===== src/design/niu_defines.svh =====
`ifndef NIU_DEFINES_SVH
`define NIU_DEFINES_SVH

// Datapath widths
`define niuWordBits    32
`define niuRegBits     5
`define niuOpBits      5
`define niuImmBits     17
`define niuMemAddrBits 11              // 2048 words per memory
`define niuInstrBytes  32'd4           // PC step
`define niuPcStart     32'h0000_0000

// Memory-mapped I/O
`define niuAddrLed     32'hFFFF_0020
`define niuAddrSwitch  32'hFFFF_0120

// Primary opcodes
`define niuOpAlui 5'b00000
`define niuOpAddi 5'b00001
`define niuOpMlti 5'b00010
`define niuOpAndi 5'b00101
`define niuOpOri  5'b00110
`define niuOpXori 5'b00111
`define niuOpSuli 5'b01000
`define niuOpSsli 5'b01001
`define niuOpSuri 5'b01010
`define niuOpSsri 5'b01011
`define niuOpLw   5'b10000
`define niuOpSw   5'b10011
`define niuOpBeq  5'b11000
`define niuOpBne  5'b11001
`define niuOpBlt  5'b11010
`define niuOpBle  5'b11011
`define niuOpJal  5'b11111

// ALU function codes, the immediate opcodes reuse these values
`define niuFnSub 5'b00000
`define niuFnAdd 5'b00001
`define niuFnMlt 5'b00010
`define niuFnNot 5'b00100
`define niuFnAnd 5'b00101
`define niuFnOr  5'b00110
`define niuFnXor 5'b00111
`define niuFnSul 5'b01000
`define niuFnSsl 5'b01001
`define niuFnSur 5'b01010
`define niuFnSsr 5'b01011
`define niuFnEq  5'b10000
`define niuFnNeq 5'b10001
`define niuFnLt  5'b10010
`define niuFnLeq 5'b10011

`endif


===== src/design/niuPkg.sv =====
`include "niu_defines.svh"

package niuPkg;

    typedef logic [`niuWordBits-1:0]    wordT;
    typedef logic [`niuRegBits-1:0]     regSelT;
    typedef logic [`niuOpBits-1:0]      opcodeT;
    typedef logic [`niuImmBits-1:0]     immT;
    typedef logic [`niuMemAddrBits-1:0] memIndexT;

    // One state per bus transfer
    typedef enum logic [4:0] {
        Fetch, Decode,
        AluImm, AluReg, AluLoadA, AluWrite,
        MemBase, MemOffset, MemAddr, LoadWrite, StoreWrite,
        BrLoadA, BrLoadB, BrCompare, BrLoadPc, BrLoadOffset, BrWritePc,
        JumpLink, JumpGo,
        Halt
    } niuStateT;

    typedef enum logic [2:0] {
        BusNone, BusPc, BusReg, BusMem, BusImm, BusShiftedImm, BusAlu
    } busSrcT;

    typedef struct packed {
        logic   ldPc;
        logic   incPc;
        logic   ldIr;
        logic   ldA;
        logic   ldB;
        logic   ldMar;
        logic   wrReg;
        logic   wrMem;
        regSelT regSel;
        opcodeT aluFunc;
        busSrcT busSrc;   // Single bus driver
    } ctrlSignalsT;

    typedef struct packed {
        opcodeT op1;
        regSelT rx;
        regSelT ry;
        regSelT rz;
        opcodeT op2;      // Register ALU ops only
    } instrFieldsT;

endpackage


===== src/design/controlUnit.sv =====
`timescale 1ns/100ps
`include "niu_defines.svh"

module controlUnit import niuPkg::*; (
    input  logic        clk,
    input  logic        reset,
    input  instrFieldsT fields,
    input  wordT        aluResult,
    output ctrlSignalsT ctrl,
    output logic        halted
);

    niuStateT state;
    niuStateT nextState;
    opcodeT   cmpFunc;
    logic     isRegOp;

    always_ff @(posedge clk or posedge reset) begin
        if (reset) begin
            state <= Fetch;
        end else begin
            state <= nextState;
        end
    end

    assign halted  = (state == Halt);
    assign isRegOp = (fields.op1 == `niuOpAlui);

    // Branch opcode to comparison code
    always_comb begin
        case (fields.op1)
            `niuOpBne: cmpFunc = `niuFnNeq;
            `niuOpBlt: cmpFunc = `niuFnLt;
            `niuOpBle: cmpFunc = `niuFnLeq;
            default:   cmpFunc = `niuFnEq;
        endcase
    end

    always_comb begin
        nextState = state;
        case (state)
            Fetch:  nextState = Decode;
            Decode: begin
                case (fields.op1)
                    `niuOpAlui: nextState = AluReg;
                    `niuOpAddi, `niuOpMlti, `niuOpAndi, `niuOpOri, `niuOpXori,
                    `niuOpSuli, `niuOpSsli, `niuOpSuri, `niuOpSsri: nextState = AluImm;
                    `niuOpLw, `niuOpSw: nextState = MemBase;
                    `niuOpBeq, `niuOpBne, `niuOpBlt, `niuOpBle: nextState = BrLoadA;
                    `niuOpJal: nextState = JumpLink;
                    default:   nextState = Halt;     // Illegal opcode
                endcase
            end
            AluImm, AluReg: nextState = AluLoadA;
            AluLoadA:       nextState = AluWrite;
            MemBase:        nextState = MemOffset;
            MemOffset:      nextState = MemAddr;
            MemAddr:        nextState = (fields.op1 == `niuOpLw) ? LoadWrite : StoreWrite;
            BrLoadA:        nextState = BrLoadB;
            BrLoadB:        nextState = BrCompare;
            BrCompare:      nextState = aluResult[0] ? BrLoadPc : Fetch;
            BrLoadPc:       nextState = BrLoadOffset;
            BrLoadOffset:   nextState = BrWritePc;
            JumpLink:       nextState = JumpGo;
            AluWrite, LoadWrite, StoreWrite, BrWritePc, JumpGo: nextState = Fetch;
            default:        nextState = Halt;
        endcase
    end

    // Control word, one per state
    always_comb begin
        ctrl         = '0;
        ctrl.busSrc  = BusNone;
        ctrl.aluFunc = `niuFnAdd;
        case (state)
            Fetch: begin
                ctrl.ldIr  = 1'b1;
                ctrl.incPc = 1'b1;
            end
            AluImm, MemOffset: begin
                ctrl.busSrc = BusImm;
                ctrl.ldB    = 1'b1;
            end
            AluReg, BrLoadB: begin
                ctrl.regSel = fields.ry;
                ctrl.busSrc = BusReg;
                ctrl.ldB    = 1'b1;
            end
            AluLoadA, MemBase, BrLoadA: begin
                ctrl.regSel = fields.rx;
                ctrl.busSrc = BusReg;
                ctrl.ldA    = 1'b1;
            end
            AluWrite: begin
                ctrl.aluFunc = isRegOp ? fields.op2 : fields.op1;
                ctrl.regSel  = isRegOp ? fields.rz : fields.ry;   // Immediate form writes ry
                ctrl.busSrc  = BusAlu;
                ctrl.wrReg   = 1'b1;
            end
            MemAddr: begin
                ctrl.busSrc = BusAlu;   // rx + imm
                ctrl.ldMar  = 1'b1;
            end
            LoadWrite: begin
                ctrl.regSel = fields.ry;
                ctrl.busSrc = BusMem;
                ctrl.wrReg  = 1'b1;
            end
            StoreWrite: begin
                ctrl.regSel = fields.ry;
                ctrl.busSrc = BusReg;
                ctrl.wrMem  = 1'b1;
            end
            BrCompare: ctrl.aluFunc = cmpFunc;
            BrLoadPc: begin
                ctrl.busSrc = BusPc;    // PC already points past the branch
                ctrl.ldA    = 1'b1;
            end
            BrLoadOffset: begin
                ctrl.busSrc = BusShiftedImm;
                ctrl.ldB    = 1'b1;
            end
            BrWritePc: begin
                ctrl.busSrc = BusAlu;
                ctrl.ldPc   = 1'b1;
            end
            JumpLink: begin
                ctrl.regSel = fields.ry;
                ctrl.busSrc = BusPc;
                ctrl.wrReg  = 1'b1;
            end
            JumpGo: begin
                ctrl.regSel = fields.rx;
                ctrl.busSrc = BusReg;
                ctrl.ldPc   = 1'b1;
            end
            default: ;
        endcase
    end

endmodule


===== config.mk =====
export PLATFORM = sky130hd
export DESIGN_NAME = controlUnit
export DESIGN_NICKNAME = d
export VERILOG_FILES = /design/src/design/niuPkg.sv /design/src/design/controlUnit.sv
export VERILOG_INCLUDE_DIRS = /design/src /design/src/design
export SDC_FILE = /design/constraint.sdc
export NUM_CORES = 1
export LEC_CHECK = 0
export BUFFER_PORTS_ARGS = -buffer_cell sky130_fd_sc_hd__buf_2
export CORE_MARGIN = 2
export CORE_UTILIZATION = 30
export CTS_CLUSTER_DIAMETER = 60
export DETAILED_ROUTE_END_ITERATION = 16
export MAX_ROUTING_LAYER = met4
export PLACE_DENSITY = 0.61
export REMOVE_ABC_BUFFERS = 1
export SLEW_MARGIN = 0
export SYNTH_ARGS = -nofsm -noshare
export SYNTH_HDL_FRONTEND = slang
export SYNTH_SLANG_ARGS = --single-unit

===== constraint.sdc =====
create_clock -name clk -period 2.2 [get_ports clk]
set_clock_uncertainty 0.2 [all_clocks]
set_input_delay 0.22 -clock clk [delete_from_list [all_inputs] [get_ports clk]]
set_output_delay 0.22 -clock clk [all_outputs]
set_load 0.01 [all_outputs]

==> reports/metrics.csv, run 1 <==
metric;value;unit
status;complete, but fails checks;
failed_checks;setup timing;
dpl_cell_area;1424;um2
syn_area_per_cell;7.066;um2
numCtsBuffers;3;
dieArea;4100;um2
final_area;1590;um2
p_leak;0.0007480;uW
setup_viol;5;
holdCritPathClass;in2async;
start_util;0.3189;
syn_inst;153;
cts_tree;done;
synth-seq-area-share;0.1157;
arrival;1.82;ns
grt_pass1_vias;1232;
finalPower;262.3;uW
grt.total_usage;0.1786;
dieHeight;64.03;um
antenna_found_initial;0;
core_area;3390;um2
fmax;446.6;MHz
largest_register_ffs;5;
areaGrowthSynthToFinish;47.11;%
fin_ws;-0.03924;ns
grt_start_max_net_pins;17;
synth.distinct_cells;52;
drt_iter0_drc;169;
clk_pin_slew;0.04;ns
root_buffer;clkbuf_4;
netlist_area;1081;um2
num_vias;1402;
worstPathRequired;1.78;ns
top_regs;state (5);
clock_latency;0.24;ns
cap_violations;0;
rows;21;
critPathMaxStageDelay;0.44;ns
wire_per_inst;13.27;um
ioPinCount;81;
r2r-start;state[1]$_DFF_PP0_;
synth_seq_cells;5;
fill_cells;373;
slew_headroom;0.6704;
fin_nets;279;
grt-ovfl-total;0;
yosys_warnings;0;
start_kind;register;
grt_pass1_wl;5.816;mm
holdWs;0.2135;ns
top_register;state;
drtAntennaViolNets;0;
portBuffers;49;
synth_edf_count;0;
cts_sinks;5;
dpl.hpwl;2.623;mm
drt_pass1_iterations;4;
viasPerCell;5.372;
drive_gt1_frac;0.4558;
powerDensity;165.0;nW/um2
drt-total-wl;3.463;mm
path_class;reg2out;
hold_viol_final;0;
synthFlopType;dfrtp_1;
htreeDepth;1;
n_antenna_cell;0;
fin_crit;2.239;ns
clockBufferDepth;2;
slew_violations;0;
path_max_fanout;5;
die_width;64.03;um
period_share;1.018;
tightest_slew;0.4903;ns
r2r_slack;0.51;ns
postSynth.asyncResetShare;1.000;
drcViolationCount;0;
peakVddDrop;107.9;uV
rr_endpoint;state[0]$_DFF_PP0_;
end_kind;primary output;
cp_slowest_cell;dfrtp_2;
gp_congestion;0.8652;
reg2regPathDepth;5;
worstPathCellList;buf_6 -> xor2_1 -> a211oi_2 -> o22ai_4 -> a221o_1 -> buf_2;
grt_setup_unrepaired;true;
[through the flow]
| stage | TNS, ns | instances | worst slack, ns | utilization |
|---|---|---|---|---|
| final | -0.1185 | 261 | -0.03924 | 0.4692 |
| after detailed placement | 0 | 248 | 0.02737 | 0.4201 |
| after floorplan | -0.001109 | 136 | -0.0002217 | - |
| after CTS | -0.1158 | 259 | -0.02901 | 0.4496 |
| after global placement | 0 | 248 | 0.03197 | 0.4201 |
| after global routing | -0.6224 | 261 | -0.1194 | 0.4692 |
[worst max path at each step]
stage,from,to,cells past startpoint
after floorplan,state[2]$_DFF_PP0_,ctrl[10],4
after global placement,state[2]$_DFF_PP0_,ctrl[8],6
after detailed placement,state[2]$_DFF_PP0_,ctrl[8],6
after CTS,state[0]$_DFF_PP0_,ctrl[8],6
after global routing,state[1]$_DFF_PP0_,ctrl[9],5
final,state[1]$_DFF_PP0_,ctrl[10],6
[cell families after synthesis]
family                     share of synthesized area
DFF                                           0.1157
xor gates and xnor gates                     0.01621
buffers and inverters                         0.1053
muxes                                       0.009260
and+or+nand+nor                               0.3403
AOI/OAI and AO/OA                             0.3669
adders and majority gates                    0.04630
[cell usage in the layout (no fill, tap or decap), types with 2 or more instances in the layout]
| cell type | Yosys | final |
|---|---|---|
| buf_2 | 10 | 49 |
| nand4_1 | 2 | 2 |
| ha_1 | 4 | 4 |
| a31oi_1 | 2 | 2 |
| nor4bb_1 | 3 | 3 |
| nor4_2 | 1 | 3 |
| clkbuf_4 | 0 | 3 |
| or2_1 | 3 | 2 |
| inv_1 | 6 | 6 |
| a32o_1 | 5 | 5 |
| o21ai_0 | 7 | 7 |
| o22ai_1 | 3 | 3 |
| nor2b_1 | 3 | 3 |
| nor2_1 | 24 | 23 |
| nor3b_1 | 2 | 2 |
| a21oi_1 | 8 | 8 |
| o211ai_1 | 3 | 3 |
| buf_4 | 1 | 20 |
| nor3_1 | 5 | 4 |
| buf_6 | 1 | 5 |
| o21a_1 | 2 | 2 |
| o21ai_1 | 4 | 3 |
| dfrtp_2 | 0 | 5 |
| nand2_1 | 9 | 9 |
| a221o_1 | 5 | 5 |
| nand2b_1 | 3 | 3 |
[critical path: cells and delay by family, from the launching register on]
kind	cells	cell delay (ns)
buf+inv	2	0.27
flops	1	0.44
xor+xnor	1	0.14
compound gates	3	0.72
[cell type report]
type | instances | area (um2) | area share
flip-flops and latches | 5 | 131.4 | 0.08261
repair buffers | 75 | 461.7 | 0.2903
multi-input cells | 124 | 887.1 | 0.5578
well taps | 46 | 57.56 | 0.03619
clock buffers | 4 | 26.28 | 0.01652
inverters | 7 | 26.28 | 0.01652
[cells in the mapped netlist, types with 2 or more instances]
cell,instances,area (um2)
nand2b_1,3,18.77
or2_1,3,18.77
inv_1,6,22.52
a31oi_1,2,12.51
nand4_1,2,12.51
nor3b_1,2,15.01
o21ai_1,4,20.02
buf_2,10,50.05
o21ai_0,7,35.03
nor2_1,24,90.09
nor4_1,2,12.51
clkbuf_1,3,11.26
o221ai_1,2,17.52
nand2_1,9,33.78
a21oi_1,8,40.04
o22ai_1,3,18.77
a221o_1,5,50.05
o21a_1,2,15.01
buf_1,2,7.510
dfrtp_1,5,125.1
nor4bb_1,3,30.03
a32o_1,5,50.05
nor3_1,5,25.02
nor2b_1,3,18.77
o211ai_1,3,22.52
ha_1,4,50.05
[per-layer routing]
metal,global-route usage,part of all wire,up-vias
li1,-,-,702
met1,0.2551,0.45,644
met2,0.2721,0.47,54
met3,0.02641,0.073,2
met4,0.02446,0.0035,0
met5,-,0,-
[what timing repair did]
action                                  in CTS  in global routing
pin swaps                                    2                  3
endpoints found under the setup margin       6                 12
hold buffers                                 1                  0
endpoints found under the hold margin        5                  0
setup buffers                                6                  2
resized for setup                            8                 12
[where the power goes]
part	total (uW)	internal (uW)	switching, uW
clock	103	68.4	34.4
combinational	67.3	32.2	35.1
sequential	92.3	92.3	0
Power figures use the tool's default switching activity.
==> run 2, diff against run 1 <==
==> constraint.sdc (replaced) <==
create_clock -name clk -period 2.2 [get_ports clk]
set_clock_uncertainty 0.2 [all_clocks]
set_input_delay 0.44 -clock clk [delete_from_list [all_inputs] [get_ports clk]]
set_output_delay 0.44 -clock clk [all_outputs]
set_load 0.01 [all_outputs]
==> reports/metrics.csv, run 2 (synthesized netlist as in run 1, its figures left out) <==
metric;value;unit
end_kind;primary output;
clkPwrFrac;0.382;
p_comb_frac;0.303;
worstPathRequired;1.56;ns
numCtsBuffers;3;
status;complete, but fails checks;
fin_crit;2.605;ns
num_vias;1559;
setup_viol;18;
fin_nets;314;
areaGrowthSynthToFinish;88.31;%
drt_iter0_drc;87;
fin_ws;-0.4051;ns
grt_pass1_vias;1364;
dp_worst_setup_slack;-0.3006;ns
clk_pin_slew;0.05;ns
ioPinCount;81;
grt_start_max_net_pins;20;
dpl.hpwl;2.717;mm
dieArea;4100;um2
start_kind;register;
cts_tree;done;
viasPerCell;5.267;
p_sw;84.65;uW
drcViolationCount;0;
path_class;reg2out;
dieHeight;64.03;um
top_register;state;
rows;21;
p_int;207.9;uW
core_area;3390;um2
arrival;1.97;ns
worstPathCellList;buf_6 -> nor4bb_1 -> a211oi_2 -> o22ai_4 -> a221o_1 -> buf_2;
clockBufferDepth;2;
final_common_cell;buf_2;
cts_sinks;5;
path_max_fanout;5;
failed_checks;setup timing;
clock_latency;0.25;ns
gp_congestion;0.8468;
holdCritPathClass;in2async;
drive_gt1_frac;0.6040;
antenna_found_initial;0;
hold_viol_final;0;
finalPower;292.6;uW
critPathMaxStageDelay;0.46;ns
n_antenna_cell;0;
p_leak;0.0009721;uW
powerDensity;143.7;nW/um2
period_share;1.184;
root_buffer;clkbuf_4;
wire_per_inst;15.11;um
grt_pass1_wl;6.451;mm
largest_register_ffs;5;
slew_headroom;0.6930;
drtAntennaViolNets;0;
slew_violations;0;
start_util;0.3189;
peakVddDrop;113.0;uV
swShare;0.2893;
tightest_slew;0.4542;ns
htreeDepth;1;
cap_violations;0;
die_width;64.03;um
fmax;383.9;MHz
portBuffers;49;
grt.total_usage;0.2004;
drt-total-wl;4.472;mm
top_regs;state (5);
seqPwrFrac;0.315;
grt-ovfl-total;0;
drt_pass1_iterations;4;
final_cell_mix;buf_2, buf_4, nor2_1;
grt_setup_unrepaired;true;
cp_slowest_cell;dfrtp_2;
run 2: power by group through the flow:
stage	registers, uW	clock network [uW]	logic (uW)
detailed placement	93.6	0	76.5
CTS	92.3	109	83.5
global placement	93.6	0	75.4
global route	91.9	127	97.1
finish	92.1	112	88.7
floorplan	93.6	0	24.1
run 2: area by class of cell:
| type | instances | area (um2) |
|---|---|---|
| multi-input combinational | 124 | 979.7 |
| timing repair buffer | 110 | 807.0 |
| clock buffer | 4 | 26.28 |
| inverter | 7 | 33.78 |
| fill | 282 | 1354 |
| sequential | 5 | 131.4 |
| tap | 46 | 57.56 |
run 2: critical path: cells and delay by family, from the launching register on:
family,cells,cell delay [ns]
AO/OA/AOI/OAI,3,0.52
buffers and inverters,2,0.29
flip-flops,1,0.46
AND/OR/NAND/NOR,1,0.43
run 2: repair_timing:
item,CTS,global route
hold endpoints to repair,5,0
resized for setup,29,31
hold buffers,1,0
cloned,1,0
setup endpoints to repair,20,18
pin swaps,10,7
buffers inserted,11,17
run 2: worst paths after layout:
path / startpoint / end / slack [ns] / cells after the start
max in group asynchronous: reset / state[0]$_DFF_PP0_ / 1.17 / 3
min: reset / state[1]$_DFF_PP0_ / 0.43 / 3
min reg2reg: state[3]$_DFF_PP0_ / state[1]$_DFF_PP0_ / 0.58 / 3
max reg2reg: state[1]$_DFF_PP0_ / state[4]$_DFF_PP0_ / 0.12 / 8
min in group clk: aluResult[0] / state[1]$_DFF_PP0_ / 0.43 / 5
max: state[1]$_DFF_PP0_ / ctrl[11] / -0.41 / 6
run 2: stage by stage:
step	instances	instance area, um2	util	TNS [ns]	hold WS, ns
after floorplan	136	993.5	-	-1.191	0.01852
after global placement	263	1536	0.4533	-1.612	0.1391
after detailed placement	263	1536	0.4533	-1.663	0.1436
after CTS	279	1774	0.5234	-1.941	0.4267
after global routing	296	2036	0.6006	-4.713	0.4440
final	296	2036	0.6006	-3.410	0.4267
run 2: metal layers:
layer | track usage | share of wire
met3 | 0.02993 | 0.056
met4 | 0.02174 | 0.0056
met1 | 0.2650 | 0.42
met2 | 0.3333 | 0.52
met5 | - | 0
==> run 3, diff against run 2 <==
CORE_ASPECT_RATIO = 2   (was not set)
==> reports/metrics.csv, run 3 (synthesized netlist as in run 1, its figures left out) <==
metric;value;unit
status;complete, but fails checks;
failed_checks;setup timing;
drive_gt1_frac;0.5761;
slew_violations;0;
hold_viol_final;0;
critPathLaunch;state[0]$_DFF_PP0_;
arrival;1.80;ns
core_area;3416;um2
rr_endpoint;state[4]$_DFF_PP0_;
numCtsBuffers;3;
drtAntennaViolNets;0;
reg2regPathDepth;7;
final_cell_mix;buf_2, buf_4, nor2_1;
clockBufferDepth;2;
drt_pass1_iterations;4;
dieArea;4129;um2
r2r-start;state[1]$_DFF_PP0_;
n_antenna_cell;0;
portBuffers;49;
p_comb_frac;0.239;
root_buffer;clkbuf_8;
num_vias;1552;
largest_register_ffs;5;
cap_violations;0;
drt_iter0_drc;26;
areaGrowthSynthToFinish;81.48;%
clk_pin_slew;0.04;ns
powerDensity;175.9;nW/um2
holdCritPathClass;in2async;
tightest_slew;0.3498;ns
rows;30;
antenna_found_initial;0;
grt-ovfl-total;0;
fin_ws;-0.2411;ns
period_share;1.110;
top_regs;state (5);
peakVddDrop;222.6;uV
grt.total_usage;0.2007;
stdcell_count;291;
dpl.hpwl;2.899;mm
viasPerCell;5.333;
path_class;reg2out;
dp_cells;270;
cp_slowest_cell;dfrtp_2;
start_util;0.3165;
r2r_slack;0.26;ns
drt-total-wl;4.195;mm
cts_tree;done;
gp_congestion;0.8493;
worstPathRequired;1.56;ns
p_sw;84.90;uW
ioPinCount;81;
worstPathCellList;buf_6 -> buf_4 -> nand2_1 -> nor3_1 -> a31o_2 -> a221o_1 -> buf_2;
p_leak;0.0009455;uW
fin_crit;2.441;ns
grt_pass1_vias;1408;
p_int;260.2;uW
die_width;46.45;um
drcViolationCount;0;
clkPwrFrac;0.493;
grt_pass1_wl;6.154;mm
grt_start_max_net_pins;18;
fin_nets;307;
fmax;409.7;MHz
final_common_cell;buf_2;
top_register;state;
start_kind;register;
critPathCapture;ctrl[10];
tns;-2.209;ns
dp_worst_setup_slack;-0.2162;ns
path_max_fanout;5;
swShare;0.2460;
dieHeight;88.89;um
seqPwrFrac;0.268;
clock_latency;0.22;ns
wire_per_inst;14.42;um
slew_headroom;0.7649;
critPathMaxStageDelay;0.45;ns
cts_sinks;5;
grt_setup_unrepaired;true;
htreeDepth;1;
setup_viol;15;
end_kind;primary output;
run 3: worst min-delay path by stage:
stage | from | endpoint | slack (ns) | cells past startpoint
after global routing | reset | state[3]$_DFF_PP0_ | 0.48 | 3
after CTS | reset | state[2]$_DFF_PP0_ | 0.46 | 3
after floorplan | reset | state[0]$_DFF_PP0_ | 0.02 | 1
after global placement | reset | state[4]$_DFF_PP0_ | 0.13 | 2
final | reset | state[3]$_DFF_PP0_ | 0.45 | 3
after detailed placement | reset | state[1]$_DFF_PP0_ | 0.14 | 2
run 3: final cells by class:
cell class | count | area [um2]
multi-input cells | 124 | 989.7
inverters | 7 | 26.28
repair buffers | 103 | 709.4
clock buffers | 4 | 45.04
flip-flops and latches | 5 | 131.4
fillers | 340 | 1454
well taps | 48 | 60.06
run 3: through the flow:
| stage | instance area, um2 | total power [uW] | hold WS (ns) | util |
|---|---|---|---|---|
| 2_1_floorplan | 993.5 | 117.8 | 0.01852 | - |
| 3_3_place_gp | 1577 | 167.2 | 0.1313 | 0.4615 |
| 3_5_place_dp | 1577 | 168.8 | 0.1411 | 0.4615 |
| 4_1_cts | 1773 | 342.4 | 0.4571 | 0.5190 |
| 5_1_grt | 1962 | 365.3 | 0.4801 | 0.5744 |
| 6_report | 1962 | 345.1 | 0.4531 | 0.5744 |
run 3: timing repair:
action / CTS / global route
setup buffers: 6 / 10
pin swaps: 5 / 3
endpoints found under the hold margin: 5 / 0
gates cloned: 0 / 1
endpoints found under the setup margin: 19 / 21
resized for setup: 25 / 31
hold buffers: 1 / 0
run 3: routing by layer:
metal | track usage | vias up | part of all wire
met5 | - | - | 0
met4 | 0.05974 | 0 | 0.048
met3 | 0.01818 | 19 | 0.044
met2 | 0.3649 | 58 | 0.55
met1 | 0.2187 | 719 | 0.36
li1 | - | 756 | -
run 3: worst max-delay path, delay by kind of cell (launching register included):
kind	cells	cell delay (ns)
buffers and inverters	3	0.42
AOI/OAI and AO/OA	2	0.59
and+or+nand+nor	2	0.12
DFF	1	0.45
run 3: power by group through the flow:
| stage | clock network, uW | registers (uW) | logic (uW) |
|---|---|---|---|
| final | 170 | 92.5 | 82.5 |
| after global routing | 181 | 92.4 | 92.4 |
| after CTS | 170 | 92.5 | 80.2 |
| after detailed placement | 0 | 93.6 | 75.1 |
| after global placement | 0 | 93.6 | 73.5 |
| after floorplan | 0 | 93.6 | 24.1 |
